--- config.mk ---
export PLATFORM = sky130hd
export DESIGN_NAME = riscvTop
export DESIGN_NICKNAME = d
export VERILOG_FILES = /design/src/rtl/riscvPkg.sv /design/src/rtl/riscvAlu.sv /design/src/rtl/riscvControl.sv /design/src/rtl/riscvDatapath.sv /design/src/rtl/riscvTop.sv
export SDC_FILE = /design/constraint.sdc
export NUM_CORES = 1
export LEC_CHECK = 0
export ABC_CLOCK_PERIOD_IN_PS = 9860
export BUFFER_PORTS_ARGS = -buffer_cell sky130_fd_sc_hd__buf_2
export CAP_MARGIN = 20
export CELL_PAD_IN_SITES_DETAIL_PLACEMENT = 0
export CELL_PAD_IN_SITES_GLOBAL_PLACEMENT = 1
export CORE_MARGIN = 2
export CORE_UTILIZATION = 44
export CTS_BUF_LIST = sky130_fd_sc_hd__clkbuf_16
export DETAILED_ROUTE_END_ITERATION = 10
export PLACE_DENSITY = 0.85
export SYNTH_ARGS = -nofsm -noshare
export SYNTH_HDL_FRONTEND = slang
export SYNTH_HIERARCHICAL = 1
export SYNTH_SLANG_ARGS = --single-unit
--- constraint.sdc ---
create_clock -name CLK -period 9.86 [get_ports CLK]
set_input_delay 1.479 -clock CLK [delete_from_list [all_inputs] [get_ports CLK]]
set_output_delay 1.479 -clock CLK [all_outputs]
set_load 0.01 [all_outputs]
--- src/rtl/riscvPkg.sv ---
package riscvPkg;

	typedef logic [31:0] word_t;
	typedef logic [11:0] addr_t;
	typedef logic [4:0] regIdx_t;

	// base opcodes, instr[6:0]
	localparam logic [6:0] OPC_OP = 7'b0110011;
	localparam logic [6:0] OPC_OPIMM = 7'b0010011;
	localparam logic [6:0] OPC_LOAD = 7'b0000011;
	localparam logic [6:0] OPC_STORE = 7'b0100011;
	localparam logic [6:0] OPC_BRANCH = 7'b1100011;
	localparam logic [6:0] OPC_JAL = 7'b1101111;
	localparam logic [6:0] OPC_JALR = 7'b1100111;
	localparam logic [6:0] OPC_LUI = 7'b0110111;
	localparam logic [6:0] OPC_SYSTEM = 7'b1110011;

	// funct3 for register and immediate ALU ops
	localparam logic [2:0] F3_ADDSUB = 3'b000;
	localparam logic [2:0] F3_SLL = 3'b001;
	localparam logic [2:0] F3_SLT = 3'b010;
	localparam logic [2:0] F3_SLTU = 3'b011;
	localparam logic [2:0] F3_XOR = 3'b100;
	localparam logic [2:0] F3_SR = 3'b101;
	localparam logic [2:0] F3_OR = 3'b110;
	localparam logic [2:0] F3_AND = 3'b111;

	// funct3 for branches
	localparam logic [2:0] F3_BEQ = 3'b000;
	localparam logic [2:0] F3_BNE = 3'b001;

	localparam word_t EBREAK_WORD = 32'h0010_0073;
	localparam addr_t RESET_PC = '0;

	typedef enum logic [3:0] {
		aluAdd, aluSub, aluAnd, aluOr, aluXor, aluSlt,
		aluSltu, aluSll, aluSrl, aluSra, aluPassB
	} aluOp_e;

	typedef enum logic [3:0] {
		stFetch, stDecode, stExecR, stExecI, stExecLui,
		stMemAddr, stMemRead, stMemWrite, stWriteAlu, stWriteMem,
		stBranch, stJal, stJalr, stHalted
	} cpuState_e;

	typedef enum logic [1:0] {
		aSelPc,
		aSelRegA,
		aSelZero
	} aluASel_e;

	typedef enum logic [1:0] {
		bSelRegB,
		bSelImm,
		bSelFour
	} aluBSel_e;

	typedef enum logic [1:0] {
		wbAluOut,
		wbMemData,
		wbPcPlus4
	} wbSel_e;

endpackage

--- src/rtl/riscvAlu.sv ---
module riscvAlu (
	input riscvPkg::word_t a,
	input riscvPkg::word_t b,
	input riscvPkg::aluOp_e op,
	output riscvPkg::word_t result,
	output logic zero
);
	import riscvPkg::*;

	logic [4:0] shamt;
	logic lessThan;
	logic lessThanU;

	// shifts only look at the low five bits
	assign shamt = b[4:0];
	assign lessThan = $signed(a) < $signed(b);
	assign lessThanU = a < b;

	always_comb begin
		case (op)
			aluAdd: result = a + b;
			aluSub: result = a - b;
			aluAnd: result = a & b;
			aluOr: result = a | b;
			aluXor: result = a ^ b;
			aluSlt: result = {31'b0, lessThan};
			aluSltu: result = {31'b0, lessThanU};
			aluSll: result = a << shamt;
			aluSrl: result = a >> shamt;
			aluSra: result = word_t'($signed(a) >>> shamt);
			// lui
			aluPassB: result = b;
			default: result = '0;
		endcase
	end

	// beq/bne compare via sub
	assign zero = (result == '0);

endmodule

--- src/rtl/riscvControl.sv ---
module riscvControl (
	input logic CLK,
	input logic rst,
	input logic [6:0] opcode,
	input logic [2:0] funct3,
	input logic funct7b5,
	input riscvPkg::word_t instr,
	input logic aluZero,
	output logic pcWrite,
	output logic pcSrcAlu,
	output logic irWrite,
	output riscvPkg::aluASel_e aluASel,
	output riscvPkg::aluBSel_e aluBSel,
	output riscvPkg::aluOp_e aluOp,
	output riscvPkg::wbSel_e wbSel,
	output logic rfWe,
	output logic dMemWen,
	output logic iMemCsn,
	output logic dMemCsn,
	output logic halt,
	output riscvPkg::word_t numInst
);
	import riscvPkg::*;

	cpuState_e state;
	cpuState_e stateNext;
	aluOp_e funcOp;
	logic branchTaken;
	logic retire;

	always_ff @(posedge CLK) begin
		if (rst)
			state <= stFetch;
		else
			state <= stateNext;
	end

	always_comb begin
		stateNext = state;
		case (state)
			stFetch: stateNext = stDecode;
			stDecode: begin
				case (opcode)
					OPC_OP: stateNext = stExecR;
					OPC_OPIMM: stateNext = stExecI;
					OPC_LUI: stateNext = stExecLui;
					OPC_LOAD, OPC_STORE: stateNext = stMemAddr;
					OPC_BRANCH: stateNext = stBranch;
					OPC_JAL: stateNext = stJal;
					OPC_JALR: stateNext = stJalr;
					OPC_SYSTEM: stateNext = (instr == EBREAK_WORD) ? stHalted : stFetch;
					// anything else retires as a nop
					default: stateNext = stFetch;
				endcase
			end
			stExecR, stExecI, stExecLui: stateNext = stWriteAlu;
			stMemAddr: stateNext = (opcode == OPC_STORE) ? stMemWrite : stMemRead;
			stMemRead: stateNext = stWriteMem;
			// only rst leaves this
			stHalted: stateNext = stHalted;
			default: stateNext = stFetch;
		endcase
	end

	// alu decode, shared by R and I forms
	always_comb begin
		case (funct3)
			F3_ADDSUB: funcOp = (opcode == OPC_OP && funct7b5) ? aluSub : aluAdd;
			F3_SLL: funcOp = aluSll;
			F3_SLT: funcOp = aluSlt;
			F3_SLTU: funcOp = aluSltu;
			F3_XOR: funcOp = aluXor;
			F3_SR: funcOp = funct7b5 ? aluSra : aluSrl;
			F3_OR: funcOp = aluOr;
			F3_AND: funcOp = aluAnd;
		endcase
	end

	always_comb begin
		case (funct3)
			F3_BEQ: branchTaken = aluZero;
			F3_BNE: branchTaken = !aluZero;
			default: branchTaken = 1'b0;
		endcase
	end

	always_comb begin
		pcWrite = 1'b0;
		pcSrcAlu = 1'b0;
		irWrite = 1'b0;
		aluASel = aSelRegA;
		aluBSel = bSelRegB;
		aluOp = aluAdd;
		wbSel = wbAluOut;
		rfWe = 1'b0;
		case (state)
			stFetch: begin
				// pc + 4 through the alu
				irWrite = 1'b1;
				aluASel = aSelPc;
				aluBSel = bSelFour;
				pcWrite = 1'b1;
				pcSrcAlu = 1'b1;
			end
			stDecode: begin
				// branch/jal target lands in ALUOut
				aluASel = aSelPc;
				aluBSel = bSelImm;
			end
			stExecR: aluOp = funcOp;
			stExecI: begin
				aluBSel = bSelImm;
				aluOp = funcOp;
			end
			stExecLui: begin
				aluASel = aSelZero;
				aluBSel = bSelImm;
				aluOp = aluPassB;
			end
			stMemAddr: aluBSel = bSelImm;
			stWriteAlu: rfWe = 1'b1;
			stWriteMem: begin
				rfWe = 1'b1;
				wbSel = wbMemData;
			end
			stBranch: begin
				// target taken from ALUOut
				aluOp = aluSub;
				pcWrite = branchTaken;
			end
			stJal: begin
				pcWrite = 1'b1;
				rfWe = 1'b1;
				wbSel = wbPcPlus4;
			end
			stJalr: begin
				aluBSel = bSelImm;
				pcWrite = 1'b1;
				pcSrcAlu = 1'b1;
				rfWe = 1'b1;
				wbSel = wbPcPlus4;
			end
			default: ;
		endcase
	end

	assign iMemCsn = (state != stFetch);
	assign dMemCsn = !(state == stMemRead || state == stMemWrite);
	assign dMemWen = (state != stMemWrite);
	assign halt = (state == stHalted);

	// last cycle of each instruction
	assign retire = (state == stWriteAlu) || (state == stWriteMem) ||
		(state == stMemWrite) || (state == stBranch) || (state == stJal) ||
		(state == stJalr) || (state == stDecode && stateNext == stFetch);

	always_ff @(posedge CLK) begin
		if (rst)
			numInst <= '0;
		else if (retire)
			numInst <= numInst + 32'd1;
	end

endmodule

--- src/rtl/riscvDatapath.sv ---
module riscvDatapath (
	input logic CLK,
	input logic rst,
	input riscvPkg::word_t iMemData,
	input riscvPkg::word_t dMemDi,
	input riscvPkg::word_t rfRd1,
	input riscvPkg::word_t rfRd2,
	input riscvPkg::word_t aluResult,
	input logic pcWrite,
	input logic pcSrcAlu,
	input logic irWrite,
	input riscvPkg::aluASel_e aluASel,
	input riscvPkg::aluBSel_e aluBSel,
	input riscvPkg::wbSel_e wbSel,
	output riscvPkg::addr_t pc,
	output riscvPkg::word_t instr,
	output logic [6:0] opcode,
	output logic [2:0] funct3,
	output logic funct7b5,
	output riscvPkg::regIdx_t rfRa1,
	output riscvPkg::regIdx_t rfRa2,
	output riscvPkg::regIdx_t rfWa,
	output riscvPkg::word_t rfWd,
	output riscvPkg::word_t aluA,
	output riscvPkg::word_t aluB,
	output riscvPkg::addr_t dMemAddr,
	output riscvPkg::word_t dMemDout
);
	import riscvPkg::*;

	addr_t instrPc;
	addr_t curPc;
	addr_t pcNext;
	word_t regA;
	word_t regB;
	word_t aluOut;
	word_t mdr;
	word_t immI;
	word_t immS;
	word_t immB;
	word_t immJ;
	word_t immU;
	word_t imm;

	always_ff @(posedge CLK) begin
		if (rst) begin
			pc <= RESET_PC;
			instrPc <= RESET_PC;
			instr <= '0;
		end else begin
			if (pcWrite)
				pc <= pcNext;
			// pc of the instruction in flight
			if (irWrite) begin
				instr <= iMemData;
				instrPc <= pc;
			end
		end
	end

	always_ff @(posedge CLK) begin
		if (rst) begin
			regA <= '0;
			regB <= '0;
			aluOut <= '0;
			mdr <= '0;
		end else begin
			regA <= rfRd1;
			regB <= rfRd2;
			aluOut <= aluResult;
			mdr <= dMemDi;
		end
	end

	// targets are always even, so bit 0 is dropped here (jalr needs it)
	assign pcNext = pcSrcAlu ? {aluResult[11:1], 1'b0} : aluOut[11:0];

	// live pc while fetching, latched copy afterwards
	assign curPc = irWrite ? pc : instrPc;

	assign opcode = instr[6:0];
	assign funct3 = instr[14:12];
	assign funct7b5 = instr[30];
	assign rfRa1 = instr[19:15];
	assign rfRa2 = instr[24:20];
	assign rfWa = instr[11:7];

	assign immI = {{20{instr[31]}}, instr[31:20]};
	assign immS = {{20{instr[31]}}, instr[31:25], instr[11:7]};
	assign immB = {{19{instr[31]}}, instr[31], instr[7], instr[30:25], instr[11:8], 1'b0};
	assign immJ = {{11{instr[31]}}, instr[31], instr[19:12], instr[20], instr[30:21], 1'b0};
	assign immU = {instr[31:12], 12'b0};

	always_comb begin
		case (opcode)
			OPC_STORE: imm = immS;
			OPC_BRANCH: imm = immB;
			OPC_JAL: imm = immJ;
			OPC_LUI: imm = immU;
			// loads, op-imm, jalr
			default: imm = immI;
		endcase
	end

	always_comb begin
		case (aluASel)
			aSelPc: aluA = {20'b0, curPc};
			aSelRegA: aluA = regA;
			default: aluA = '0;
		endcase
	end

	always_comb begin
		case (aluBSel)
			bSelRegB: aluB = regB;
			bSelImm: aluB = imm;
			default: aluB = 32'd4;
		endcase
	end

	// pc already holds the return address after fetch
	always_comb begin
		case (wbSel)
			wbMemData: rfWd = mdr;
			wbPcPlus4: rfWd = {20'b0, pc};
			default: rfWd = aluOut;
		endcase
	end

	assign dMemAddr = aluOut[13:2];
	assign dMemDout = regB;

endmodule

--- src/rtl/riscvTop.sv ---
module riscvTop (
	input logic CLK,
	input logic rst,
	output logic iMemCsn,
	output riscvPkg::addr_t iMemAddr,
	input riscvPkg::word_t iMemData,
	output logic dMemCsn,
	input riscvPkg::word_t dMemDi,
	output riscvPkg::word_t dMemDout,
	output riscvPkg::addr_t dMemAddr,
	output logic dMemWen,
	output logic [3:0] dMemBe,
	output logic rfWe,
	output riscvPkg::regIdx_t rfRa1,
	output riscvPkg::regIdx_t rfRa2,
	output riscvPkg::regIdx_t rfWa,
	input riscvPkg::word_t rfRd1,
	input riscvPkg::word_t rfRd2,
	output riscvPkg::word_t rfWd,
	output logic halt,
	output riscvPkg::word_t numInst,
	output riscvPkg::word_t outputPort
);
	import riscvPkg::*;

	logic pcWrite;
	logic pcSrcAlu;
	logic irWrite;
	aluASel_e aluASel;
	aluBSel_e aluBSel;
	aluOp_e aluOp;
	wbSel_e wbSel;
	word_t instr;
	logic [6:0] opcode;
	logic [2:0] funct3;
	logic funct7b5;
	word_t aluA;
	word_t aluB;
	word_t aluResult;
	logic aluZero;

	riscvControl u_riscvControl (
		.CLK(CLK), .rst(rst), .opcode(opcode), .funct3(funct3), .funct7b5(funct7b5),
		.instr(instr), .aluZero(aluZero), .pcWrite(pcWrite), .pcSrcAlu(pcSrcAlu),
		.irWrite(irWrite), .aluASel(aluASel), .aluBSel(aluBSel), .aluOp(aluOp),
		.wbSel(wbSel), .rfWe(rfWe), .dMemWen(dMemWen), .iMemCsn(iMemCsn),
		.dMemCsn(dMemCsn), .halt(halt), .numInst(numInst)
	);

	riscvDatapath u_riscvDatapath (
		.CLK(CLK), .rst(rst), .iMemData(iMemData), .dMemDi(dMemDi), .rfRd1(rfRd1),
		.rfRd2(rfRd2), .aluResult(aluResult), .pcWrite(pcWrite), .pcSrcAlu(pcSrcAlu),
		.irWrite(irWrite), .aluASel(aluASel), .aluBSel(aluBSel), .wbSel(wbSel),
		.pc(iMemAddr), .instr(instr), .opcode(opcode), .funct3(funct3),
		.funct7b5(funct7b5), .rfRa1(rfRa1), .rfRa2(rfRa2), .rfWa(rfWa), .rfWd(rfWd),
		.aluA(aluA), .aluB(aluB), .dMemAddr(dMemAddr), .dMemDout(dMemDout)
	);

	riscvAlu u_riscvAlu (
		.a(aluA), .b(aluB), .op(aluOp), .result(aluResult), .zero(aluZero)
	);

	// full-word accesses only
	assign dMemBe = 4'b1111;
	assign outputPort = rfWd;

endmodule

==> key figures, run 1 <==
Placement
  • Hpwl dp: 76.9 mm
  • Routability cong.: 1.09
  • Port Buffers: 301
  • Dpl cell area: 0.0219 mm²

Final layout
  • Final non-filler cell area: 0.0227 mm²
  • Commonest non-fill, non-tap cell in the layout: buf_2
  • Synth-to-Final Area Change: 11.7%
  • Most frequent cells in the layout: buf_2 (300), nor2_1 (250), dfxtp_1 (220)
  • Layout cells sized above 1: 0.202
  • Final net count: 2950
  • Fin util: 0.499

Global routing
  • GR Util All Layers: 0.401
  • Met2 global-route usage: 0.613
  • Largest net degree at the start of global routing: 102
  • Remaining Overflow, GRT: 0
  • GRT busiest layer: met2
  • First-pass GRT wire length: 143 mm
  • Met1 Use GR: 0.517
  • Initial antenna violation count: 6
  • GR Util met3: 0.0947
  • Number of global-route vias before repair: 20832

Clock tree
  • TritonCTS Buffers: 24
  • Root Buffer: clkbuf_16
  • Setup repair bufs after CTS: 0
  • Longest Clk Path Bufs: 3
  • Post_cts resized: 0
  • Clock H-tree levels: 1
  • Reg clk slew, reported paths: 0.06 ns
  • Worst-Skew Late Latency: 0.54 ns
  • CTS tree: yes
  • Hold bufs inserted after CTS: 0
  • Clk sinks: 220

Yosys
  • Post-synthesis sequential area ratio: 0.217
  • Number of flops mapped to enable cells by yosys: 0
  • Count of different cell masters after synthesis: 106
  • Mean Syn Cell Area: 7.91 µm²
  • Ys Warns: 6
  • Cell Area, Synth: 0.0203 mm²
  • Mapped Cells: 2570
  • Primary FF master, synth: dfxtp_1
  • Yosys reg bits: 220
  • Post-synth ARST share: 0

STA
  • Fin crit period: 8.60 ns
  • TNS Setup: 0 ns
  • Slew @ Worst Pin: 1.24 ns
  • Setup Skew: 0.0101 ns
  • Max-slew violations: 0
  • Period utilisation layout: 0.872
  • Final setup viols: 0
  • Final hold vios: 0
  • RSZ-0062 raised after global routing: false
  • Rel. slew slack: 0.162
  • Fmax: 116 MHz

Floorplanning
  • Initial Util: 0.447
  • DIE HEIGHT: 219 µm
  • Die W: 219 µm
  • Core area: 0.0455 mm²
  • Row count: 78
  • Die ar.: 0.0479 mm²
  • I/O Pins: 306

Detailed routing
  • Avg WL per Cell: 29.7 µm
  • DR DRC count: 0
  • Antenna viol nets, final: 0
  • Vias: 22249
  • DR iter-0 viols: 3050
  • Vias per cell: 6.66
  • Routed Wire Length: 99.0 mm
  • DR pass1 iterations: 6

Flow run
  • Max Cap Violations: 0

Critical path
  • CP Capture Type: flop
  • Startpoint Class: flop
  • Arrival time worst endpoint: 9.05 ns
  • Worst EP required: 10.31 ns
  • Worst setup path class: reg2reg
  • Worst-path fanout max: 24

Min path
  • Worst hold path class: reg2reg

Status
  • Outcome: finished clean

Power and ir drop
  • Total leakage power: 9.47 nW
  • Pwr dens: 116 mW/mm²
  • Max IR drop VDD: 0.000155 V
layer usage:
metal	share of wire	up-vias	wire (µm)
li1	-	9703	-
met5	0.00046	-	46
met4	0.068	6	6760
met3	0.11	323	10500
met1	0.39	10752	39100
met2	0.43	1465	42600
layout make-up:
cell class              count  area [µm²]
repair buffers            375        2080
multi-input cells        1981       14200
flip-flops and latches    220        4400
fillers                  4491       22800
diodes                      4        10.0
well taps                 600         751
clock inverters            19         169
inverters                 115         432
clock buffers              25         626
path summary, 6_finish.rpt:
path	startpoint	end	slack [ns]	cells after the start
worst min register to register	u_riscvControl/numInst[31]	u_riscvControl/numInst[31]	0.49	2
worst max-delay path	u_riscvControl/state[0]	u_riscvDatapath/pc[3]	1.26	26
worst min-delay path	u_riscvControl/numInst[31]	u_riscvControl/numInst[31]	0.49	2
worst max register to register	u_riscvControl/state[0]	u_riscvDatapath/pc[3]	1.26	26
report_power, final:
part | internal [mW] | total, mW | switching [mW] | leakage, nW
registers | 0.937 | 0.992 | 0.0555 | 1.81
logic | 0.264 | 0.732 | 0.467 | 7.26
clock network | 0.517 | 0.904 | 0.386 | 0.402
total | 1.72 | 2.63 | 0.909 | 9.47
cells by family (layout without fill, tap and decap cells):
kind of cell               after synthesis  after routing  share of synthesized area
other                                    1              8                   0.000185
and+or+nand+nor                        966            966                      0.249
muxes                                  192            192                      0.132
AOI/OAI and AO/OA                      706            706                      0.244
xor gates and xnor gates                10             10                    0.00431
buffers and inverters                  372            534                     0.0895
adders and majority gates              103            103                     0.0642
DFF                                    220            220                      0.217
synthesized netlist by cell type (31+ instances only):
cell type,count,area share
nor2_1,252,0.047
dfxtp_1,220,0.22
nand2_1,189,0.035
nor2b_1,175,0.054
a21oi_1,153,0.038
clkbuf_1,122,0.023
o21ai_0,117,0.029
inv_1,112,0.021
mux2i_1,110,0.054
ha_1,101,0.062
buf_4,84,0.031
nand3_1,57,0.014
mux4_2,55,0.061
a22o_1,42,0.018
a22oi_1,40,0.015
and2_1,33,0.010
nor3_1,33,0.0081
o31ai_1,32,0.012
nand4_1,31,0.0095
per-stage QoR:
step           instances  hold slack (ns)  power [mW]  setup slack (ns)
3_3_place_gp        3289            0.464        1.72              1.72
4_1_cts             3333            0.489        2.61              1.48
2_1_floorplan       2573            0.456        1.47              2.72
6_report            3339            0.487        2.63              1.26
5_1_grt             3335            0.512        2.72             0.671
3_5_place_dp        3289            0.478        1.71              1.55
registers in the layout, indices dropped and copies added (netlist names):
register,count
u_riscvDatapath/pc,12
u_riscvDatapath/instrPc,12
u_riscvDatapath/regA,32
u_riscvDatapath/aluOut,32
u_riscvControl/numInst,32
u_riscvControl/state,4
u_riscvDatapath/instr,32
u_riscvDatapath/dMemDout,32
u_riscvDatapath/mdr,32
critical path: stages (launching register included):
cell and delay, ns:
dfxtp_1 0.73, o21ai_0 0.21, a21oi_1 0.43, nand2b_1 0.31, nor3_2 0.35, a32oi_1 0.20
o21ai_4 0.30, buf_4 0.39, ha_1 0.24, fa_1 0.26, nor2_1 0.09, o311ai_1 0.74
a31oi_1 0.35, o2111ai_1 0.64, nand2_1 0.22, a21boi_0 0.42, o221ai_1 0.19, a21o_1 0.19
or4_1 0.50, nor4_2 0.57, xnor2_1 0.13, nor3_1 0.18, o211ai_1 0.13, nand2b_1 0.12
buf_4 0.26, nor2_1 0.09, a211oi_1 0.23
Power figures use the tool's default switching activity.
==> run 2, diff against run 1 <==
--- a/config.mk
+++ b/config.mk
@@ -15,6 +15,7 @@
 export CTS_BUF_LIST = sky130_fd_sc_hd__clkbuf_16
 export DETAILED_ROUTE_END_ITERATION = 10
 export PLACE_DENSITY = 0.85
+export RECOVER_POWER = 100
 export SYNTH_ARGS = -nofsm -noshare
 export SYNTH_HDL_FRONTEND = slang
 export SYNTH_HIERARCHICAL = 1
==> run 2 against run 1 <==
Net effect:
- the run now ends with capacitance limit, slew limit left
- wire length is essentially flat
- clock power is essentially flat
- maximum frequency shrank 4.5%
- clock skew shrank 0.0025 ns
- largest cell class unchanged
- non-clock buffer count is the same
- sequential power is essentially flat
- count of clock-buffer cells in the layout is the same
==> key figures, run 2 (synthesis results as in run 1) <==
Status
  • Outcome: complete, but fails checks
  • Violated checks: capacitance limit, slew limit

Critical path
  • Worst EP required: 10.27 ns (-0.04 ns)
  • Worst-path fanout max: 24 (unchanged)
  • Startpoint Class: flop
  • Largest stage delay on the critical path: 0.82 ns (+0.08 ns)
  • Slowest-stage cell, CP: nor4_1
  • Worst setup path class: reg2reg
  • CP Capture Type: flop
  • Arrival time worst endpoint: 9.41 ns (+0.36 ns)

STA
  • Fmax: 111 MHz (-4.5%)
  • Rel. slew slack: -1.73 (-1.89)
  • Slew @ Worst Pin: 4.10 ns (+2.85 ns)
  • Setup Skew: 0.00759 ns (-0.00248 ns)
  • Fin Hold WS: 0.492 ns (+0.00542 ns)
  • TNS Setup: 0 ns (unchanged)
  • Final hold vios: 0 (unchanged)
  • Period utilisation layout: 0.913 (+0.0407)
  • Max-slew violations: 283 (+283)
  • Final setup viols: 0 (unchanged)
  • RSZ-0062 raised after global routing: false
  • Fin crit period: 9.00 ns (+0.401 ns)

Floorplanning
  • Die ar.: 0.0479 mm² (unchanged)
  • Die W: 219 µm (unchanged)
  • I/O Pins: 306 (unchanged)
  • Core area: 0.0455 mm² (unchanged)
  • DIE HEIGHT: 219 µm (unchanged)
  • Initial Util: 0.447 (unchanged)
  • Row count: 78 (unchanged)

Power and ir drop
  • Total leakage power: 8.77 nW (-7.4%)
  • Max IR drop VDD: 0.000155 V (-0.17%)
  • Pwr dens: 117 mW/mm² (+0.76%)

Global routing
  • Number of global-route vias before repair: 20832 (unchanged)
  • Largest net degree at the start of global routing: 102 (unchanged)
  • Remaining Overflow, GRT: 0 (unchanged)
  • Initial antenna violation count: 6 (unchanged)
  • GR Util All Layers: 0.401 (unchanged)
  • First-pass GRT wire length: 143 mm (unchanged)

Detailed routing
  • Vias: 22219 (-0.13%)
  • DR DRC count: 0 (unchanged)
  • DR iter-0 viols: 2855 (-6.4%)
  • DR pass1 iterations: 6 (unchanged)
  • Avg WL per Cell: 29.7 µm (about the same)
  • Antenna viol nets, final: 0 (unchanged)
  • Vias per cell: 6.65 (-0.13%)
  • Routed Wire Length: 99.0 mm (about the same)

Clock tree
  • CTS tree: yes
  • Setup repair bufs after CTS: 0 (unchanged)
  • Post_cts resized: 0 (unchanged)
  • TritonCTS Buffers: 24 (unchanged)
  • Clock H-tree levels: 1 (unchanged)
  • Clk sinks: 220 (unchanged)
  • Longest Clk Path Bufs: 3 (unchanged)
  • Worst-Skew Late Latency: 0.54 ns (about the same)
  • Reg clk slew, reported paths: 0.06 ns (about the same)
  • Hold bufs inserted after CTS: 0 (unchanged)
  • Root Buffer: clkbuf_16

Final layout
  • Layout Cells excl Fill: 3339 (unchanged)
  • Final net count: 2950 (unchanged)
  • Layout cells sized above 1: 0.137 (-0.0647)
  • Commonest non-fill, non-tap cell in the layout: nor2_1
  • FILL cells: 4602 (+2.5%)
  • Final non-filler cell area: 0.0225 mm² (-1.1%)
  • Synth-to-Final Area Change: 10.5%
  • Most frequent cells in the layout: nor2_1 (250), dfxtp_1 (220), nand2_1 (189)

Flow run
  • Max Cap Violations: 4 (+4)

Placement
  • Hpwl dp: 76.9 mm (unchanged)
  • Dpl cell area: 0.0219 mm² (unchanged)
  • Port Buffers: 301 (unchanged)
  • Post-Place Cells: 3289 (unchanged)
  • Routability cong.: 1.09 (unchanged)

Min path
  • Worst hold path class: reg2reg
-- run 2: cell types whose count changed in the layout (fill, tap and decap cells not counted) --
cell / delta
nor3_1: +1
nor4_1: +1
and2_0: +2
inv_1: +1
nor4_2: -1
buf_4: -5
clkbuf_1: +174
nor3_2: -1
inv_2: -1
and2_1: -2
buf_2: -168
buf_6: -1
-- run 2: cell type report --
cell class,count,area [µm²],area share
multi-input combinational,1981,14200,0.633
sequential,220,4400,0.196
clock buffer,25,626,0.0279
antenna,4,10.0,0.000446
timing repair buffer,375,1840,0.0820
tap,600,751,0.0334
clock inverter,19,169,0.00752
inverter,115,432,0.0192
-- run 2: final timing paths --
check | from | endpoint | slack, ns | cells past startpoint
setup / recovery | u_riscvControl/state[0] | u_riscvDatapath/pc[3] | 0.86 | 25
hold / removal | u_riscvControl/numInst[19] | u_riscvControl/numInst[19] | 0.49 | 2
setup reg to reg | u_riscvControl/state[0] | u_riscvDatapath/pc[3] | 0.86 | 25
hold reg to reg | u_riscvControl/numInst[19] | u_riscvControl/numInst[19] | 0.49 | 2
-- run 2: where the power goes --
| part | switching (mW) | total, mW | internal, mW |
|---|---|---|---|
| Clock | 0.386 | 0.903 | 0.517 |
| Sequential | 0.0560 | 0.993 | 0.937 |
| Combinational | 0.467 | 0.722 | 0.255 |
-- run 2: metrics by stage --
step	setup WS [ns]	util	total power [mW]
5_1_grt	0.360	0.494	2.71
3_5_place_dp	1.55	0.481	1.71
4_1_cts	1.48	0.499	2.61
3_3_place_gp	1.72	0.481	1.72
6_report	0.857	0.494	2.62
2_1_floorplan	2.72	-	1.47
-- run 2: worst max-delay path: cells and delay by family, from the launching register on --
family / cells / cell delay, ns
adders and majority gates: 1 / 0.59
xor gates and xnor gates: 1 / 0.13
muxes: 1 / 0.18
and+or+nand+nor: 8 / 3.17
buffers and inverters: 2 / 0.39
AOI/OAI and AO/OA: 12 / 3.64
DFF: 1 / 0.73
-- run 2: per-layer routing --
layer  part of all wire  GRT usage
met5            0.00013          0
met4              0.069      0.228
met3               0.10     0.0947
met2               0.43      0.613
met1               0.40      0.517
